[src/verilog/histogram_defs.svh]
`ifndef HISTOGRAM_DEFS_SVH
`define HISTOGRAM_DEFS_SVH

// Number of histogram bins
// Also the RAM depth and the clear sweep length
`define HIST_BIN_COUNT 16

// Bits in one bin count
`define HIST_COUNT_WIDTH 12

// Bin index width, follows the bin count
`define HIST_BIN_WIDTH $clog2(`HIST_BIN_COUNT)

// Last valid bin index
`define HIST_LAST_BIN (`HIST_BIN_COUNT - 1)

`endif

[src/verilog/histogram_pkg.sv]
`include "histogram_defs.svh"

package histogram_pkg;

  // Index of one histogram bin
  typedef logic [`HIST_BIN_WIDTH-1:0] bin_index_t;

  // One bin count, as stored in the RAM
  typedef logic [`HIST_COUNT_WIDTH-1:0] count_t;

endpackage

[src/verilog/histogram_access.sv]
module histogram_access import histogram_pkg::*; (
  input  logic       clock,
  input  logic       rst_n,
  // Update pipeline requests
  input  logic       update_read,
  input  bin_index_t update_read_bin,
  input  logic       update_write,
  input  bin_index_t update_write_bin,
  input  count_t     update_write_count,
  // Clear sweep
  input  logic       clear_active,
  input  bin_index_t clear_bin,
  // Host read
  input  logic       host_idle,
  input  logic       host_read,
  input  bin_index_t host_bin,
  // RAM port 0 read data
  input  count_t     ram_read_data,
  // RAM port 0, read only
  output logic       ram_0_enable,
  output bin_index_t ram_0_address,
  // RAM port 1, write only
  output logic       ram_1_enable,
  output bin_index_t ram_1_address,
  output count_t     ram_1_data,
  // Host result
  output logic       host_read_valid,
  output count_t     host_read_data
);

  // Host read taken only when idle
  logic host_accept;

  assign host_accept = host_read & host_idle;

  // Port 0 owners
  // Update owns it while counting, host while idle
  assign ram_0_enable  = update_read | host_accept;
  assign ram_0_address = update_read ? update_read_bin : host_bin;

  // Port 1 owners
  // Clear sweep has priority, update pipeline is drained by then
  assign ram_1_enable  = clear_active | update_write;
  assign ram_1_address = clear_active ? clear_bin : update_write_bin;
  assign ram_1_data    = clear_active ? count_t'(0) : update_write_count;

  // Valid follows the accepted read by one cycle, with the RAM output
  always_ff @(posedge clock) begin
    if (!rst_n) begin
      host_read_valid <= 1'b0;
    end else begin
      host_read_valid <= host_accept;
    end
  end

  // Data only meaningful with valid
  // Zero otherwise so the host never sees update traffic
  assign host_read_data = host_read_valid ? ram_read_data : count_t'(0);

  // Control keeps host and update off port 0 at the same time
  assert property (@(posedge clock) disable iff (!rst_n)
    !(update_read && host_accept));

endmodule

[src/verilog/histogram_control.sv]
`include "histogram_defs.svh"

module histogram_control import histogram_pkg::*; (
  input  logic       clock,
  input  logic       rst_n,
  // Configuration strobes
  input  logic       cfg_write,
  input  logic       cfg_enable,
  input  logic       cfg_saturate,
  input  logic       cfg_clear,
  // Update pipeline status
  input  logic       pipeline_active,
  // Settings to the datapath
  output logic       count_enable,
  output logic       saturate_mode,
  // Clear sweep
  output logic       clear_active,
  output bin_index_t clear_bin,
  // Status
  output logic       host_idle,
  output logic       busy
);

  localparam bin_index_t LAST_BIN = bin_index_t'(`HIST_LAST_BIN);

  // Stored enable setting
  logic enable_q;
  // Clear requested and waiting for the pipeline to drain
  logic clear_pending;
  // Sweep may begin this cycle
  logic clear_start;

  // Configuration registers loaded on cfg_write
  always_ff @(posedge clock) begin
    if (!rst_n) begin
      enable_q      <= 1'b0;
      saturate_mode <= 1'b0;
    end else if (cfg_write) begin
      enable_q      <= cfg_enable;
      saturate_mode <= cfg_saturate;
    end
  end

  // Sweep waits until no update is in flight
  assign clear_start = clear_pending & ~clear_active & ~pipeline_active;

  // Pending flag
  // A new request during a sweep restarts it afterwards
  always_ff @(posedge clock) begin
    if (!rst_n) begin
      clear_pending <= 1'b0;
    end else if (cfg_clear) begin
      clear_pending <= 1'b1;
    end else if (clear_start) begin
      clear_pending <= 1'b0;
    end
  end

  // Sweep counter steps one bin per cycle from bin 0
  always_ff @(posedge clock) begin
    if (!rst_n) begin
      clear_active <= 1'b0;
      clear_bin    <= '0;
    end else if (clear_start) begin
      clear_active <= 1'b1;
      clear_bin    <= '0;
    end else if (clear_active) begin
      if (clear_bin == LAST_BIN) begin
        clear_active <= 1'b0;
        clear_bin    <= '0;
      end else begin
        clear_bin <= clear_bin + 1'b1;
      end
    end
  end

  // Samples blocked from the request cycle onwards
  assign count_enable = enable_q & ~cfg_clear & ~clear_pending & ~clear_active;

  // Busy covers request cycle, wait, sweep and in-flight updates
  assign busy = cfg_clear | clear_pending | clear_active | pipeline_active;

  // Host may read only with counting off and nothing in progress
  assign host_idle = ~enable_q & ~busy;

  // Sweep never shares port 1 with an update write
  assert property (@(posedge clock) disable iff (!rst_n)
    clear_active |-> !pipeline_active);

endmodule

[src/verilog/histogram_top.sv]
`include "histogram_defs.svh"

module histogram_top import histogram_pkg::*; (
  input  logic       clock,
  input  logic       rst_n,
  // Sample stream
  input  logic       sample_valid,
  input  bin_index_t sample_bin,
  // Configuration
  input  logic       cfg_write,
  input  logic       cfg_enable,
  input  logic       cfg_saturate,
  input  logic       cfg_clear,
  // Host read
  input  logic       host_read,
  input  bin_index_t host_bin,
  output logic       host_read_valid,
  output count_t     host_read_data,
  // Status
  output logic       busy
);

  // Control outputs
  logic       count_enable;
  logic       saturate_mode;
  logic       clear_active;
  bin_index_t clear_bin;
  logic       host_idle;

  // Update pipeline outputs
  logic       update_read;
  bin_index_t update_read_bin;
  logic       update_write;
  bin_index_t update_write_bin;
  count_t     update_write_count;
  logic       pipeline_active;

  // RAM port signals
  logic       ram_0_enable;
  bin_index_t ram_0_address;
  count_t     ram_read_data;
  logic       ram_1_enable;
  bin_index_t ram_1_address;
  count_t     ram_1_data;

  // Settings, clear sweep, status
  histogram_control control (
    .clock          (clock),
    .rst_n          (rst_n),
    .cfg_write      (cfg_write),
    .cfg_enable     (cfg_enable),
    .cfg_saturate   (cfg_saturate),
    .cfg_clear      (cfg_clear),
    .pipeline_active(pipeline_active),
    .count_enable   (count_enable),
    .saturate_mode  (saturate_mode),
    .clear_active   (clear_active),
    .clear_bin      (clear_bin),
    .host_idle      (host_idle),
    .busy           (busy)
  );

  // Read-increment-write pipeline
  histogram_update update (
    .clock             (clock),
    .rst_n             (rst_n),
    .sample_valid      (sample_valid),
    .sample_bin        (sample_bin),
    .count_enable      (count_enable),
    .saturate_mode     (saturate_mode),
    .read_count        (ram_read_data),
    .update_read       (update_read),
    .update_read_bin   (update_read_bin),
    .update_write      (update_write),
    .update_write_bin  (update_write_bin),
    .update_write_count(update_write_count),
    .pipeline_active   (pipeline_active)
  );

  // Port steering and host readout
  histogram_access access (
    .clock             (clock),
    .rst_n             (rst_n),
    .update_read       (update_read),
    .update_read_bin   (update_read_bin),
    .update_write      (update_write),
    .update_write_bin  (update_write_bin),
    .update_write_count(update_write_count),
    .clear_active      (clear_active),
    .clear_bin         (clear_bin),
    .host_idle         (host_idle),
    .host_read         (host_read),
    .host_bin          (host_bin),
    .ram_read_data     (ram_read_data),
    .ram_0_enable      (ram_0_enable),
    .ram_0_address     (ram_0_address),
    .ram_1_enable      (ram_1_enable),
    .ram_1_address     (ram_1_address),
    .ram_1_data        (ram_1_data),
    .host_read_valid   (host_read_valid),
    .host_read_data    (host_read_data)
  );

  // Bin storage
  // Port 0 tied to read, port 1 tied to write
  true_dual_port_ram #(
    .WIDTH(`HIST_COUNT_WIDTH),
    .DEPTH(`HIST_BIN_COUNT)
  ) bin_ram (
    .clock               (clock),
    .port_0_access_enable(ram_0_enable),
    .port_0_write        (1'b0),
    .port_0_address      (ram_0_address),
    .port_0_write_data   (count_t'(0)),
    .port_0_read_data    (ram_read_data),
    .port_1_access_enable(ram_1_enable),
    .port_1_write        (1'b1),
    .port_1_address      (ram_1_address),
    .port_1_write_data   (ram_1_data),
    .port_1_read_data    ()
  );

endmodule

[src/verilog/histogram_update.sv]
module histogram_update import histogram_pkg::*; (
  input  logic       clock,
  input  logic       rst_n,
  // Sample stream
  input  logic       sample_valid,
  input  bin_index_t sample_bin,
  // Settings from control
  input  logic       count_enable,
  input  logic       saturate_mode,
  // RAM port 0 read data one cycle after the read
  input  count_t     read_count,
  // Read request for port 0
  output logic       update_read,
  output bin_index_t update_read_bin,
  // Write request for port 1
  output logic       update_write,
  output bin_index_t update_write_bin,
  output count_t     update_write_count,
  // Stage 2 occupied
  output logic       pipeline_active
);

  localparam count_t COUNT_MAX = '1;

  // Stage 1 accept
  logic       sample_accept;

  // Stage 2 state
  logic       stage_2_valid;
  bin_index_t stage_2_bin;

  // Last written word for the read that missed it
  logic       forward_valid;
  bin_index_t forward_bin;
  count_t     forward_count;

  // Count before and after the increment
  logic       forward_hit;
  count_t     base_count;
  count_t     next_count;

  // Stage 1
  // Gate the sample and launch the RAM read in the same cycle
  assign sample_accept   = sample_valid & count_enable;
  assign update_read     = sample_accept;
  assign update_read_bin = sample_bin;

  // Stage 1 to stage 2 valid
  always_ff @(posedge clock) begin
    if (!rst_n) begin
      stage_2_valid <= 1'b0;
    end else begin
      stage_2_valid <= sample_accept;
    end
  end

  // Stage 2 bin
  always_ff @(posedge clock) begin
    if (sample_accept) begin
      stage_2_bin <= sample_bin;
    end
  end

  // Forwarding register
  // Previous write commits on the same edge as the current read,
  // so the RAM returns the stale word for that bin
  always_ff @(posedge clock) begin
    if (!rst_n) begin
      forward_valid <= 1'b0;
    end else begin
      forward_valid <= update_write;
    end
  end

  always_ff @(posedge clock) begin
    if (update_write) begin
      forward_bin   <= update_write_bin;
      forward_count <= update_write_count;
    end
  end

  // Stage 2
  // Pick forwarded count on a back-to-back hit
  assign forward_hit = forward_valid & (forward_bin == stage_2_bin);
  assign base_count  = forward_hit ? forward_count : read_count;

  // Increment that holds at max in saturate mode and rolls over otherwise
  always_comb begin
    if (saturate_mode && base_count == COUNT_MAX) begin
      next_count = COUNT_MAX;
    end else begin
      next_count = base_count + 1'b1;
    end
  end

  // Write back on port 1
  assign update_write       = stage_2_valid;
  assign update_write_bin   = stage_2_bin;
  assign update_write_count = next_count;
  assign pipeline_active    = stage_2_valid;

  // Back-to-back writes to one bin step by one in wrap mode
  assert property (@(posedge clock) disable iff (!rst_n)
    update_write && $past(update_write) && !saturate_mode &&
    update_write_bin == $past(update_write_bin)
    |-> update_write_count == count_t'($past(update_write_count) + 1'b1));

endmodule

[src/verilog/true_dual_port_ram.sv]
module true_dual_port_ram #(
  parameter int WIDTH         = 8,
  parameter int DEPTH         = 16,
  parameter int ADDRESS_WIDTH = $clog2(DEPTH)
) (
  input  logic                     clock,
  // Port 0
  input  logic                     port_0_access_enable,
  input  logic                     port_0_write,
  input  logic [ADDRESS_WIDTH-1:0] port_0_address,
  input  logic [WIDTH-1:0]         port_0_write_data,
  output logic [WIDTH-1:0]         port_0_read_data,
  // Port 1
  input  logic                     port_1_access_enable,
  input  logic                     port_1_write,
  input  logic [ADDRESS_WIDTH-1:0] port_1_address,
  input  logic [WIDTH-1:0]         port_1_write_data,
  output logic [WIDTH-1:0]         port_1_read_data
);

  // Storage array, no reset
  logic [WIDTH-1:0] memory [DEPTH];

  // Per-port access decode
  logic port_0_write_enable;
  logic port_0_read_enable;
  logic port_1_write_enable;
  logic port_1_read_enable;

  assign port_0_write_enable = port_0_access_enable & port_0_write;
  assign port_0_read_enable  = port_0_access_enable & ~port_0_write;
  assign port_1_write_enable = port_1_access_enable & port_1_write;
  assign port_1_read_enable  = port_1_access_enable & ~port_1_write;

  // Writes from either port
  // Same-address writes on both ports in one cycle are undefined
  always_ff @(posedge clock) begin
    if (port_0_write_enable) begin
      memory[port_0_address] <= port_0_write_data;
    end
    if (port_1_write_enable) begin
      memory[port_1_address] <= port_1_write_data;
    end
  end

  // Registered reads, holding register keeps last word
  // A read colliding with a write on the other port returns the old word
  always_ff @(posedge clock) begin
    if (port_0_read_enable) begin
      port_0_read_data <= memory[port_0_address];
    end
    if (port_1_read_enable) begin
      port_1_read_data <= memory[port_1_address];
    end
  end

endmodule
[config.mk]
export PLATFORM = sky130hd
export DESIGN_NAME = histogram_top
export DESIGN_NICKNAME = d
export VERILOG_FILES = /design/src/verilog/histogram_pkg.sv /design/src/verilog/histogram_access.sv /design/src/verilog/histogram_control.sv /design/src/verilog/histogram_top.sv /design/src/verilog/histogram_update.sv /design/src/verilog/true_dual_port_ram.sv
export VERILOG_INCLUDE_DIRS = /design/src /design/src/verilog
export SDC_FILE = /design/constraint.sdc
export NUM_CORES = 1
export LEC_CHECK = 0
export BUFFER_PORTS_ARGS = -buffer_cell sky130_fd_sc_hd__buf_2
export CORE_MARGIN = 5
export CORE_UTILIZATION = 56
export CTS_CLUSTER_SIZE = 25
export DETAILED_ROUTE_END_ITERATION = 6
export PLACE_DENSITY = 0.78
export RECOVER_POWER = 50
export SLEW_MARGIN = 20
export SYNTH_ARGS = -nofsm -noshare
export SYNTH_HDL_FRONTEND = slang
export SYNTH_SLANG_ARGS = --single-unit
[constraint.sdc]
create_clock -name clock -period 3.6 [get_ports clock]
set_input_delay 0.36 -clock clock [delete_from_list [all_inputs] [get_ports clock]]
set_output_delay 0.36 -clock clock [all_outputs]
set_load 0.02 [all_outputs]
==> results of run 1 <==
-- per-layer routing --
| layer | share of wire, % | GRT usage [%] | up-vias | wire length [um] |
|---|---|---|---|---|
| met5 | 0.30 | 3.18 | - | 91 |
| met4 | 5.6 | 11.7 | 2 | 1670 |
| met3 | 12 | 7.88 | 126 | 3640 |
| met2 | 45 | 43.5 | 540 | 13500 |
| met1 | 37 | 36.2 | 3627 | 11000 |
| li1 | - | - | 3218 | - |
-- area by class of cell --
cell class | instances | share of cell area (%)
clock buffers | 32 | 5.74
clock inverters | 12 | 1.54
inverters | 13 | 0.431
multi-input cells | 501 | 27.9
flip-flops and latches | 235 | 58.4
well taps | 234 | 2.46
repair buffers | 71 | 3.54
-- cell families after synthesis --
family / share of synthesized area (%)
buffers and inverters: 2.63
xor gates and xnor gates: 1.26
muxes: 4.98
adders and majority gates: 0.239
and+or+nand+nor: 13.3
DFF: 66.5
AOI/OAI and AO/OA: 11.1
-- worst min-delay path by stage --
stage	to	slack, ns	startpoint
after floorplan	update.update_write_bin[0]$_DFFE_PN_	0.46	sample_bin[0]
after global placement	control.clear_pending$_SDFFE_PN0P_	0.49	control.clear_pending$_SDFFE_PN0P_
after detailed placement	control.clear_active$_SDFF_PN0_	0.51	control.clear_pending$_SDFFE_PN0P_
after CTS	control.enable_q$_SDFFE_PN0P_	0.09	cfg_enable
after global routing	control.clear_pending$_SDFFE_PN0P_	0.10	cfg_clear
final	control.enable_q$_SDFFE_PN0P_	0.09	cfg_enable
-- stage by stage --
stage	instances	cell area, um2	power [mW]
global placement	1053	11100	3.54
global route	1098	11900	6.37
finish	1098	11900	6.20
detailed placement	1053	11100	3.55
CTS	1097	12000	6.20
floorplan	797	10500	3.39
-- sequential cells by signal, summed over array words and instances, names as in the netlist --
signal,cells
control.clear_bin,4
update.pipeline_active,1
update.forward_count,12
control.enable_q,1
bin_ram.port_0_read_data,12
control.clear_pending,1
access.host_read_valid,1
update.forward_valid,1
update.update_write_bin,4
bin_ram.memory,192
control.saturate_mode,1
control.clear_active,1
update.forward_bin,4
-- critical path, delay by kind of cell, from the launching register on --
family | cells | cell delay [ns]
buf+inv | 2 | 0.29
compound gates | 1 | 0.22
simple gates | 6 | 1.23
mux | 2 | 0.71
flops | 1 | 0.45
fa+ha+maj | 1 | 0.21
-- where the power goes --
group          internal (mW)  leakage [nW]  switching (mW)  total [mW]
Clock                   1.68         0.428            1.01        2.69
Combinational          0.122          1.39           0.289       0.411
Sequential              3.06          2.12          0.0322        3.10
Total                   4.87          3.94            1.33        6.20
-- layout by cell type (no fill, tap or decap), drive strengths merged, types with 22 or more instances in the layout --
cell type / count
nor2: 67
a211oi: 30
a21oi: 55
mux2i: 43
a2111oi: 35
and2: 22
clkbuf: 59
or4: 35
nor2b: 26
edfxtp: 224
nand2: 53
buf: 44
-- timing repair --
action	in CTS	in global routing
endpoints found under the setup margin	0	64
hold buffers	0	0
setup buffers	0	1
resized for setup	0	3
==> key figures, run 1 <==
Setup path
  – CP max stage delay: 0.45 ns
  – Critical path's slowest cell: edfxtp_1
  – Crit-path cells: inv_1 > o221ai_1 > nor3_2 > buf_4 > mux2_2 > ha_1 > and3_1 > nand2_1 > nor2_1 > mux2_2 > or2_2 > and2_1
  – CP max FO: 16
  – Crit Reg-Reg Startpoint: update.update_write_bin[3]$_DFFE_PN_
  – CP arrival: 3.63 ns
  – Reg2Reg Setup Slack: 0.17 ns
  – Setup CP Type: flip-flop to flip-flop
  – R2R cell count: 12
  – CP most frequent cell: mux2_2
  – Reg-to-reg endpoint: bin_ram.memory[7][1]$_DFFE_PP_
  – Critical Path Sink Type: flip-flop
  – CP startpoint: update.update_write_bin[3]$_DFFE_PN_
  – Critical Path Source Type: flip-flop
  – Worst EP required: 3.80 ns
  – Worst Setup EP: bin_ram.memory[7][1]$_DFFE_PP_

Pwr
  – Max VDD drop: 0.430 mV
  – Power Density: 521 mW/mm2
  – Leakage: 3.94 nW

Logic synthesis
  – Area contributors post-synth: edfxtp_1 64%, mux2i_1 4.1%, a2111oi_0 2.9%
  – Yosys warns: 0
  – Number of register bits inferred by synthesis: 235
  – Main synth FF type: edfxtp_1
  – Syn_nets: 815
  – Cell Area, Synth: 0.0105 mm2
  – EDFF count, synth: 224
  – Leading area contributor after synthesis: edfxtp_1
  – Synthesized area per cell: 13.1 um2
  – Sequential-to-total area share from yosys stat: 66.5%
  – Count leader, synth: edfxtp_1
  – Cells after Synth: 797
  – Synth cell count leaders: 224 x edfxtp_1, 67 x nor2_1, 55 x a21oi_1, 53 x nand2_1, 43 x mux2i_1
  – Unique masters post-synth: 47
  – Async S/R FF share, synth: 0%
  – Post-synth top area share: 64.3%

Global route
  – Vias in the first global route: 7333
  – Largest net degree at the start of global routing: 50
  – Total congestion overflow: 0
  – GRT Util Overall: 27.7%
  – Initial antenna violation count: 0
  – First-pass GRT wire length: 44900 um

Die
  – Initial Util: 56.5%
  – Core Region: 0.0185 mm2
  – Rows: 50
  – Die span in x: 147 um
  – Die Height: 147 um
  – DIE AREA: 0.0215 mm2
  – Number of I/O pins: 30

Cells and area
  – Fill cells: 1352
  – Flip-flop and latch area: 0.00695 mm2
  – Multi-input gate area: 0.00331 mm2
  – Diode count: 0
  – Final nets: 864
  – Area Overhead vs Synth: 13.7%
  – Finished Core Util: 64.2%
  – Layout cell share with drive strength beyond 1: 13.3%

Clocking
  – Clock Path Buffers: 3
  – Num CTS Buffers: 24
  – Worst-Skew Late Latency: 0.52 ns
  – CTS tree: yes
  – Clock Tree Root: clkbuf_16
  – Reg clk slew, reported paths: 0.06 ns
  – H-tree levels: 1
  – CTS Sinks: 235

Detailed routing
  – Iteration-0 DRC Markers: 842
  – Routed WL per cell: 27.3 um
  – Routed WL: 30000 um
  – Vias per cell: 6.84
  – Final ANT Viol Nets: 0
  – Residual DRC: 0
  – Pre-antenna DRT Iters: 5
  – Vias: 7513

Hold path
  – Hold depth: 3
  – Tightest Hold Check Type: input pin to flip-flop

Placement
  – Place WS: 0.119 ns
  – Placer Congestion: 1.01
  – Detailed placement HPWL: 18100 um
  – PortBufs: 29

Timing
  – RSZ-0062 raised after global routing: false
  – Slew HR: 3.29%
  – Fin crit period: 3.43 ns
  – F_max: 291 MHz
  – Endpoints failing setup: 0
  – Worst Slack Setup Final: 0.168 ns
  – Final Skew: 0.0128 ns
  – Setup_tns: 0 ns
  – Final hold vios: 0
  – Slew Viols, Final: 0
  – Tcrit/Tclk final: 95.3%
  – WHS: 0.0929 ns
  – Worst Max-Slew Pin Slew: 1.45 ns

Flow run
  – Max cap viols: 0

Status
  – Outcome: completed
(Power assumes the default switching activity.)
==> run 2: changes to the inputs <==
--- a/config.mk
+++ b/config.mk
@@ -8,10 +8,10 @@
 export LEC_CHECK = 0
 export BUFFER_PORTS_ARGS = -buffer_cell sky130_fd_sc_hd__buf_2
 export CORE_MARGIN = 5
-export CORE_UTILIZATION = 56
+export CORE_UTILIZATION = 40
 export CTS_CLUSTER_SIZE = 25
 export DETAILED_ROUTE_END_ITERATION = 6
-export PLACE_DENSITY = 0.78
+export PLACE_DENSITY = 0.59
 export RECOVER_POWER = 50
 export SLEW_MARGIN = 20
 export SYNTH_ARGS = -nofsm -noshare
==> run 2 against run 1 <==
  * Critical endpoint unchanged
  * Via count down 5.5%
  * Flip-flop and latch count did not move
  * Setup slack improved by 0.0090 ns
  * Die area is 37% higher
  * Largest power group unchanged
  * Core utilization decreased by 18 points
  * Fmax is 0.26% higher
  * Non-clock buffer count grew 4
==> key figures, run 2 (synthesis gave the netlist of run 1 again) <==
Clocking
  – Clock Tree Root: clkbuf_16
  – CTS Sinks: 235 (unchanged)
  – CTS tree: yes
  – Reg clk slew, reported paths: 0.06 ns (about the same)
  – Hold_buf cts: 0 (unchanged)
  – H-tree levels: 1 (unchanged)
  – Clock Path Buffers: 3 (unchanged)
  – Worst-Skew Late Latency: 0.54 ns (+0.02 ns)
  – Num CTS Buffers: 26 (+8.3%)

Timing
  – Fin crit period: 3.42 ns (-0.00902 ns)
  – Final Skew: 0.0176 ns (+0.00477 ns)
  – Slew HR: 15.4% (+12 points)
  – F_max: 292 MHz (+0.26%)
  – Endpoints failing setup: 0 (unchanged)
  – Setup_tns: 0 ns (unchanged)
  – Final hold vios: 0 (unchanged)
  – Tcrit/Tclk final: 95.1% (-0.25 points)
  – Slew Viols, Final: 0 (unchanged)
  – Worst Max-Slew Pin Slew: 1.27 ns (-0.182 ns)
  – RSZ-0062 raised after global routing: false

Setup path
  – Critical Path Source Type: flip-flop
  – Worst EP required: 3.81 ns (about the same)
  – CP max FO: 16 (unchanged)
  – CP arrival: 3.63 ns (about the same)
  – Critical Path Sink Type: flip-flop
  – Setup CP Type: flip-flop to flip-flop

Pwr
  – Power Density: 499 mW/mm2 (-4.3%)
  – Total power: 5.97 mW (-3.6%)
  – Max VDD drop: 0.313 mV (-27%)
  – Leakage: 3.89 nW (-1.3%)

Detailed routing
  – Routed WL: 29100 um (-3.0%)
  – Vias: 7099 (-5.5%)
  – Pre-antenna DRT Iters: 5 (unchanged)
  – Vias per cell: 5.89 (-14%)
  – Iteration-0 DRC Markers: 677 (-20%)
  – Final ANT Viol Nets: 0 (unchanged)
  – Residual DRC: 0 (unchanged)
  – Routed WL per cell: 24.1 um (-12%)

Global route
  – GRT Util Overall: 19.8% (-7.9 points)
  – First-pass GRT wire length: 43700 um (-2.8%)
  – Vias in the first global route: 6977 (-4.9%)
  – Initial antenna violation count: 0 (unchanged)
  – Total congestion overflow: 0 (unchanged)
  – Largest net degree at the start of global routing: 36 (-28%)

Cells and area
  – Area Overhead vs Synth: 14.5%
  – Commonest non-fill, non-tap cells in the layout: 224 x edfxtp_1, 66 x nor2_1, 55 x a21oi_1
  – Register with the most flip-flops: bin_ram.memory
  – Largest regs: bin_ram.memory x192, bin_ram.port_0_read_data x12, update.forward_count x12
  – Final nets: 870 (+0.69%)
  – Max reg flops: 192 (unchanged)
  – Commonest non-fill, non-tap cell in the layout: edfxtp_1
  – Finished Core Util: 46.2% (-18 points)
  – Diode count: 0 (unchanged)
  – Design Area, Final: 0.0120 mm2 (+0.63%)
  – Layout cell share with drive strength beyond 1: 11.6% (-1.7 points)

Hold path
  – Tightest Hold Check Type: input pin to flip-flop

Flow run
  – Max cap viols: 0 (unchanged)

Die
  – Die span in x: 172 um (+17%)
  – Initial Util: 40.3% (-16 points)
  – Die Height: 172 um (+17%)
  – Rows: 59 (+18%)
  – DIE AREA: 0.0295 mm2 (+37%)
  – Number of I/O pins: 30 (unchanged)
  – Core Region: 0.0259 mm2 (+40%)

Placement
  – Placer Congestion: 0.818 (-19%)
  – Detailed placement HPWL: 17800 um (-1.3%)
  – Area after DPL: 0.0113 mm2 (+1.6%)
  – PortBufs: 29 (unchanged)

Status
  – Outcome: completed
run 2: critical path, stage by stage, from the launching register on:
cell and delay, ns:
edfxtp_1 0.44, inv_1 0.14, o221ai_1 0.20, nor3_2 0.37, mux2_2 0.39, ha_1 0.21
and3_1 0.23, nand2_1 0.09, nor2_1 0.05, mux2_2 0.34, or2_2 0.31, and2_1 0.33
run 2: routing by layer:
layer  GRT usage, %  up-vias  routed length [um]
li1               -     3209                   -
met5              0        -                   0
met2           32.8      293               13600
met1           27.2     3540               12400
met3           3.03       57                2140
met4           6.10        0                 932
run 2: layout make-up:
class                   instances  area, um2
flip-flops and latches        235       6950
clock inverters                12       95.1
fillers                      2340      13900
repair buffers                 75        467
clock buffers                  34        681
multi-input cells             501       3310
well taps                     335        419
inverters                      13       51.3
run 2: timing repair:
item	4_1_cts	5_1_grt
setup endpoints to repair	16	16
gates resized for setup	1	1
buffers inserted	0	0
run 2: stage by stage:
step / setup WS (ns) / cells / hold slack, ns
CTS: 0.160 / 1205 / 0.0507
detailed placement: -0.0253 / 1159 / 0.510
finish: 0.177 / 1205 / 0.0632
global route: 0.00424 / 1205 / 0.0794
floorplan: 0.0356 / 797 / 0.459
global placement: 0.120 / 1159 / 0.491
run 2: path summary, 6_finish.rpt:
kind,depth (start not counted),endpoint,start,slack [ns]
max,11,bin_ram.memory[7][1]$_DFFE_PP_,update.update_write_bin[1]$_DFFE_PN_,0.18
min,3,control.saturate_mode$_SDFFE_PN0P_,cfg_saturate,0.06
max reg2reg,11,bin_ram.memory[7][1]$_DFFE_PP_,update.update_write_bin[1]$_DFFE_PN_,0.18
min reg2reg,2,control.clear_pending$_SDFFE_PN0P_,control.clear_pending$_SDFFE_PN0P_,0.52
run 2: power by group:
| group | internal (mW) | switching [mW] |
|---|---|---|
| clock network | 1.40 | 1.05 |
| logic | 0.131 | 0.301 |
| registers | 3.06 | 0.0242 |
==> run 3: changes to the inputs <==
--- a/config.mk
+++ b/config.mk
@@ -13,6 +13,7 @@
 export DETAILED_ROUTE_END_ITERATION = 6
 export PLACE_DENSITY = 0.59
 export RECOVER_POWER = 50
+export SETUP_SLACK_MARGIN = 0.2
 export SLEW_MARGIN = 20
 export SYNTH_ARGS = -nofsm -noshare
 export SYNTH_HDL_FRONTEND = slang
==> run 3 against run 2 <==
  * Clock power down 7%
  * Non-clock buffer count is 2 lower
  * Critical path type unchanged
  * Flip-flop and latch count did not move
==> key figures, run 3 (synthesis gave the netlist of run 1 again) <==
Setup path
  – Crit-path cells: clkbuf_1 > o2111ai_2 > nor3_4 > mux2_2 > ha_1 > and3_1 > nand2_1 > nor2_1 > mux2_2 > a211o_1 > and2_2
  – R2R cell count: 11 (unchanged)
  – CP max FO: 16 (unchanged)
  – Worst EP required: 3.83 ns (+0.02 ns)
  – Critical Path Source Type: flip-flop
  – WP depth: 11 (unchanged)
  – Critical path's slowest cell: mux2_2
  – CP startpoint: update.update_write_bin[3]$_DFFE_PN_
  – CP most frequent cell: mux2_2
  – Crit Reg-Reg Startpoint: update.update_write_bin[3]$_DFFE_PN_
  – CP Buf/Inv Count: 1 (unchanged)
  – Family with the most delay on the worst path: simple AND/OR/NAND/NOR gates
  – Critical Path Sink Type: flip-flop
  – CP arrival: 3.48 ns (-0.15 ns)
  – Setup CP Type: flip-flop to flip-flop
  – CP max stage delay: 0.38 ns (-0.06 ns)

Cells and area
  – Max reg flops: 192 (unchanged)
  – Diode count: 0 (unchanged)
  – Commonest non-fill, non-tap cell in the layout: edfxtp_1
  – Area Overhead vs Synth: 13.9%
  – Commonest non-fill, non-tap cells in the layout: 224 x edfxtp_1, 66 x nor2_1, 55 x a21oi_1
  – Register with the most flip-flops: bin_ram.memory
  – Largest regs: bin_ram.memory x192, bin_ram.port_0_read_data x12, update.forward_count x12
  – Final nets: 867 (-0.34%)
  – Layout cell share with drive strength beyond 1: 12.1% (+0.53 points)
  – Finished Layout Cells: 1200 (-0.41%)

Timing
  – F_max: 308 MHz (+5.4%)
  – Worst Max-Slew Pin Slew: 1.28 ns (+0.00959 ns)
  – Endpoints failing setup: 0 (unchanged)
  – Setup_tns: 0 ns (unchanged)
  – WHS: 0.0730 ns (+0.00983 ns)
  – Slew Viols, Final: 0 (unchanged)
  – Slew HR: 14.8% (-0.64 points)
  – Final hold vios: 0 (unchanged)
  – RSZ-0062 raised after global routing: false
  – Final Skew: 0.0144 ns (-0.00320 ns)
  – Fin crit period: 3.25 ns (-0.176 ns)
  – Tcrit/Tclk final: 90.2% (-4.9 points)

Pwr
  – Clk pwr share: 39.2% (-1.9 points)
  – Max VDD drop: 0.374 mV (+20%)
  – Seq pwr share: 53.2% (+1.5 points)
  – Sw frac: 23.0% (-0.12 points)
  – Power Density: 487 mW/mm2 (-2.4%)
  – Switching pwr: 1.33 mW (-3.4%)
  – Leakage: 3.87 nW (-0.58%)
  – Pint: 4.47 mW (-2.7%)
  – Logic gate share of total power: 7.5% (+0.3 points)

Clocking
  – Worst-Skew Late Latency: 0.52 ns (-0.02 ns)
  – CTS Sinks: 235 (unchanged)
  – Reg clk slew, reported paths: 0.06 ns (about the same)
  – H-tree levels: 1 (unchanged)
  – Hold_buf cts: 0 (unchanged)
  – Num CTS Buffers: 25 (-3.8%)
  – Clock Tree Root: clkbuf_16
  – CTS tree: yes
  – Clock Path Buffers: 3 (unchanged)

Hold path
  – Hold path start: cfg_saturate
  – Tightest Hold Check Type: input pin to flip-flop
  – Hold depth: 3 (unchanged)

Detailed routing
  – Vias per cell: 5.94 (+0.87%)
  – Routed WL per cell: 25.2 um (+4.3%)
  – Iteration-0 DRC Markers: 689 (+1.8%)
  – Final ANT Viol Nets: 0 (unchanged)
  – Pre-antenna DRT Iters: 5 (unchanged)
  – Vias: 7131 (+0.45%)
  – Residual DRC: 0 (unchanged)
  – Routed WL: 30200 um (+3.8%)

Die
  – Die span in x: 172 um (unchanged)
  – Core Region: 0.0259 mm2 (unchanged)
  – Initial Util: 40.3% (unchanged)
  – DIE AREA: 0.0295 mm2 (unchanged)
  – Rows: 59 (unchanged)
  – Die Height: 172 um (unchanged)
  – Number of I/O pins: 30 (unchanged)

Global route
  – Vias in the first global route: 6729 (-3.6%)
  – Initial antenna violation count: 0 (unchanged)
  – GRT Util Overall: 20.6% (+0.72 points)
  – First-pass GRT wire length: 44400 um (+1.8%)
  – Largest net degree at the start of global routing: 50 (+39%)
  – Total congestion overflow: 0 (unchanged)

Placement
  – Placer Congestion: 0.912 (+11%)
  – PortBufs: 29 (unchanged)
  – Placed Cells: 1155 (-0.35%)
  – Detailed placement HPWL: 17500 um (-1.7%)

Status
  – Outcome: completed

Flow run
  – Max cap viols: 0 (unchanged)
-- run 3: cell type report --
cell class,instances,area [um2]
inverter,13,51.3
clock buffer,34,659
multi-input combinational,501,3330
timing repair buffer,73,460
fill,2288,14000
clock inverter,9,43.8
tap,335,419
sequential,235,6950
-- run 3: worst paths after layout --
check                                  endpoint  slack [ns]
max             bin_ram.memory[15][3]$_DFFE_PP_        0.35
min          control.saturate_mode$_SDFFE_PN0P_        0.07
max reg2reg     bin_ram.memory[15][3]$_DFFE_PP_        0.35
min reg2reg     control.clear_active$_SDFF_PN0_        0.51
-- run 3: what timing repair did --
action	in CTS	in global routing
pin swaps	2	2
setup endpoints to repair	42	160
buffers inserted	0	2
resized for setup	0	9
-- run 3: per-stage QoR --
step / setup WS [ns] / power [mW] / util (%) / area [um2]
detailed placement: 0.187 / 3.57 / 43.3 / 11200
floorplan: 0.206 / 3.39 / - / 10500
CTS: 0.217 / 5.83 / 46.0 / 11900
global route: 0.189 / 5.99 / 46.0 / 11900
finish: 0.353 / 5.80 / 46.0 / 11900
global placement: 0.257 / 3.57 / 43.3 / 11200
-- run 3: worst register-to-register path, cell delays in order (launching register included) --
cell and delay [ns]:
edfxtp_1 0.35, clkbuf_1 0.21, o2111ai_2 0.22, nor3_4 0.24, mux2_2 0.38, ha_1 0.22
and3_1 0.25, nand2_1 0.10, nor2_1 0.05, mux2_2 0.35, a211o_1 0.30, and2_2 0.30
-- run 3: routing by layer --
metal  global-route usage [%]  share of wire [%]
met1                     29.1                 43
met2                     32.1                 45
met3                     5.08                9.1
met4                     5.03                2.3
met5                        0                  0
-- run 3: power by group through the flow --
| stage | Clock [mW] | Combinational (mW) | Sequential [mW] |
|---|---|---|---|
| finish | 2.28 | 0.436 | 3.09 |
| global route | 2.43 | 0.469 | 3.09 |
| CTS | 2.31 | 0.427 | 3.09 |
| detailed placement | 0 | 0.425 | 3.15 |
| global placement | 0 | 0.422 | 3.15 |
| floorplan | 0 | 0.252 | 3.14 |
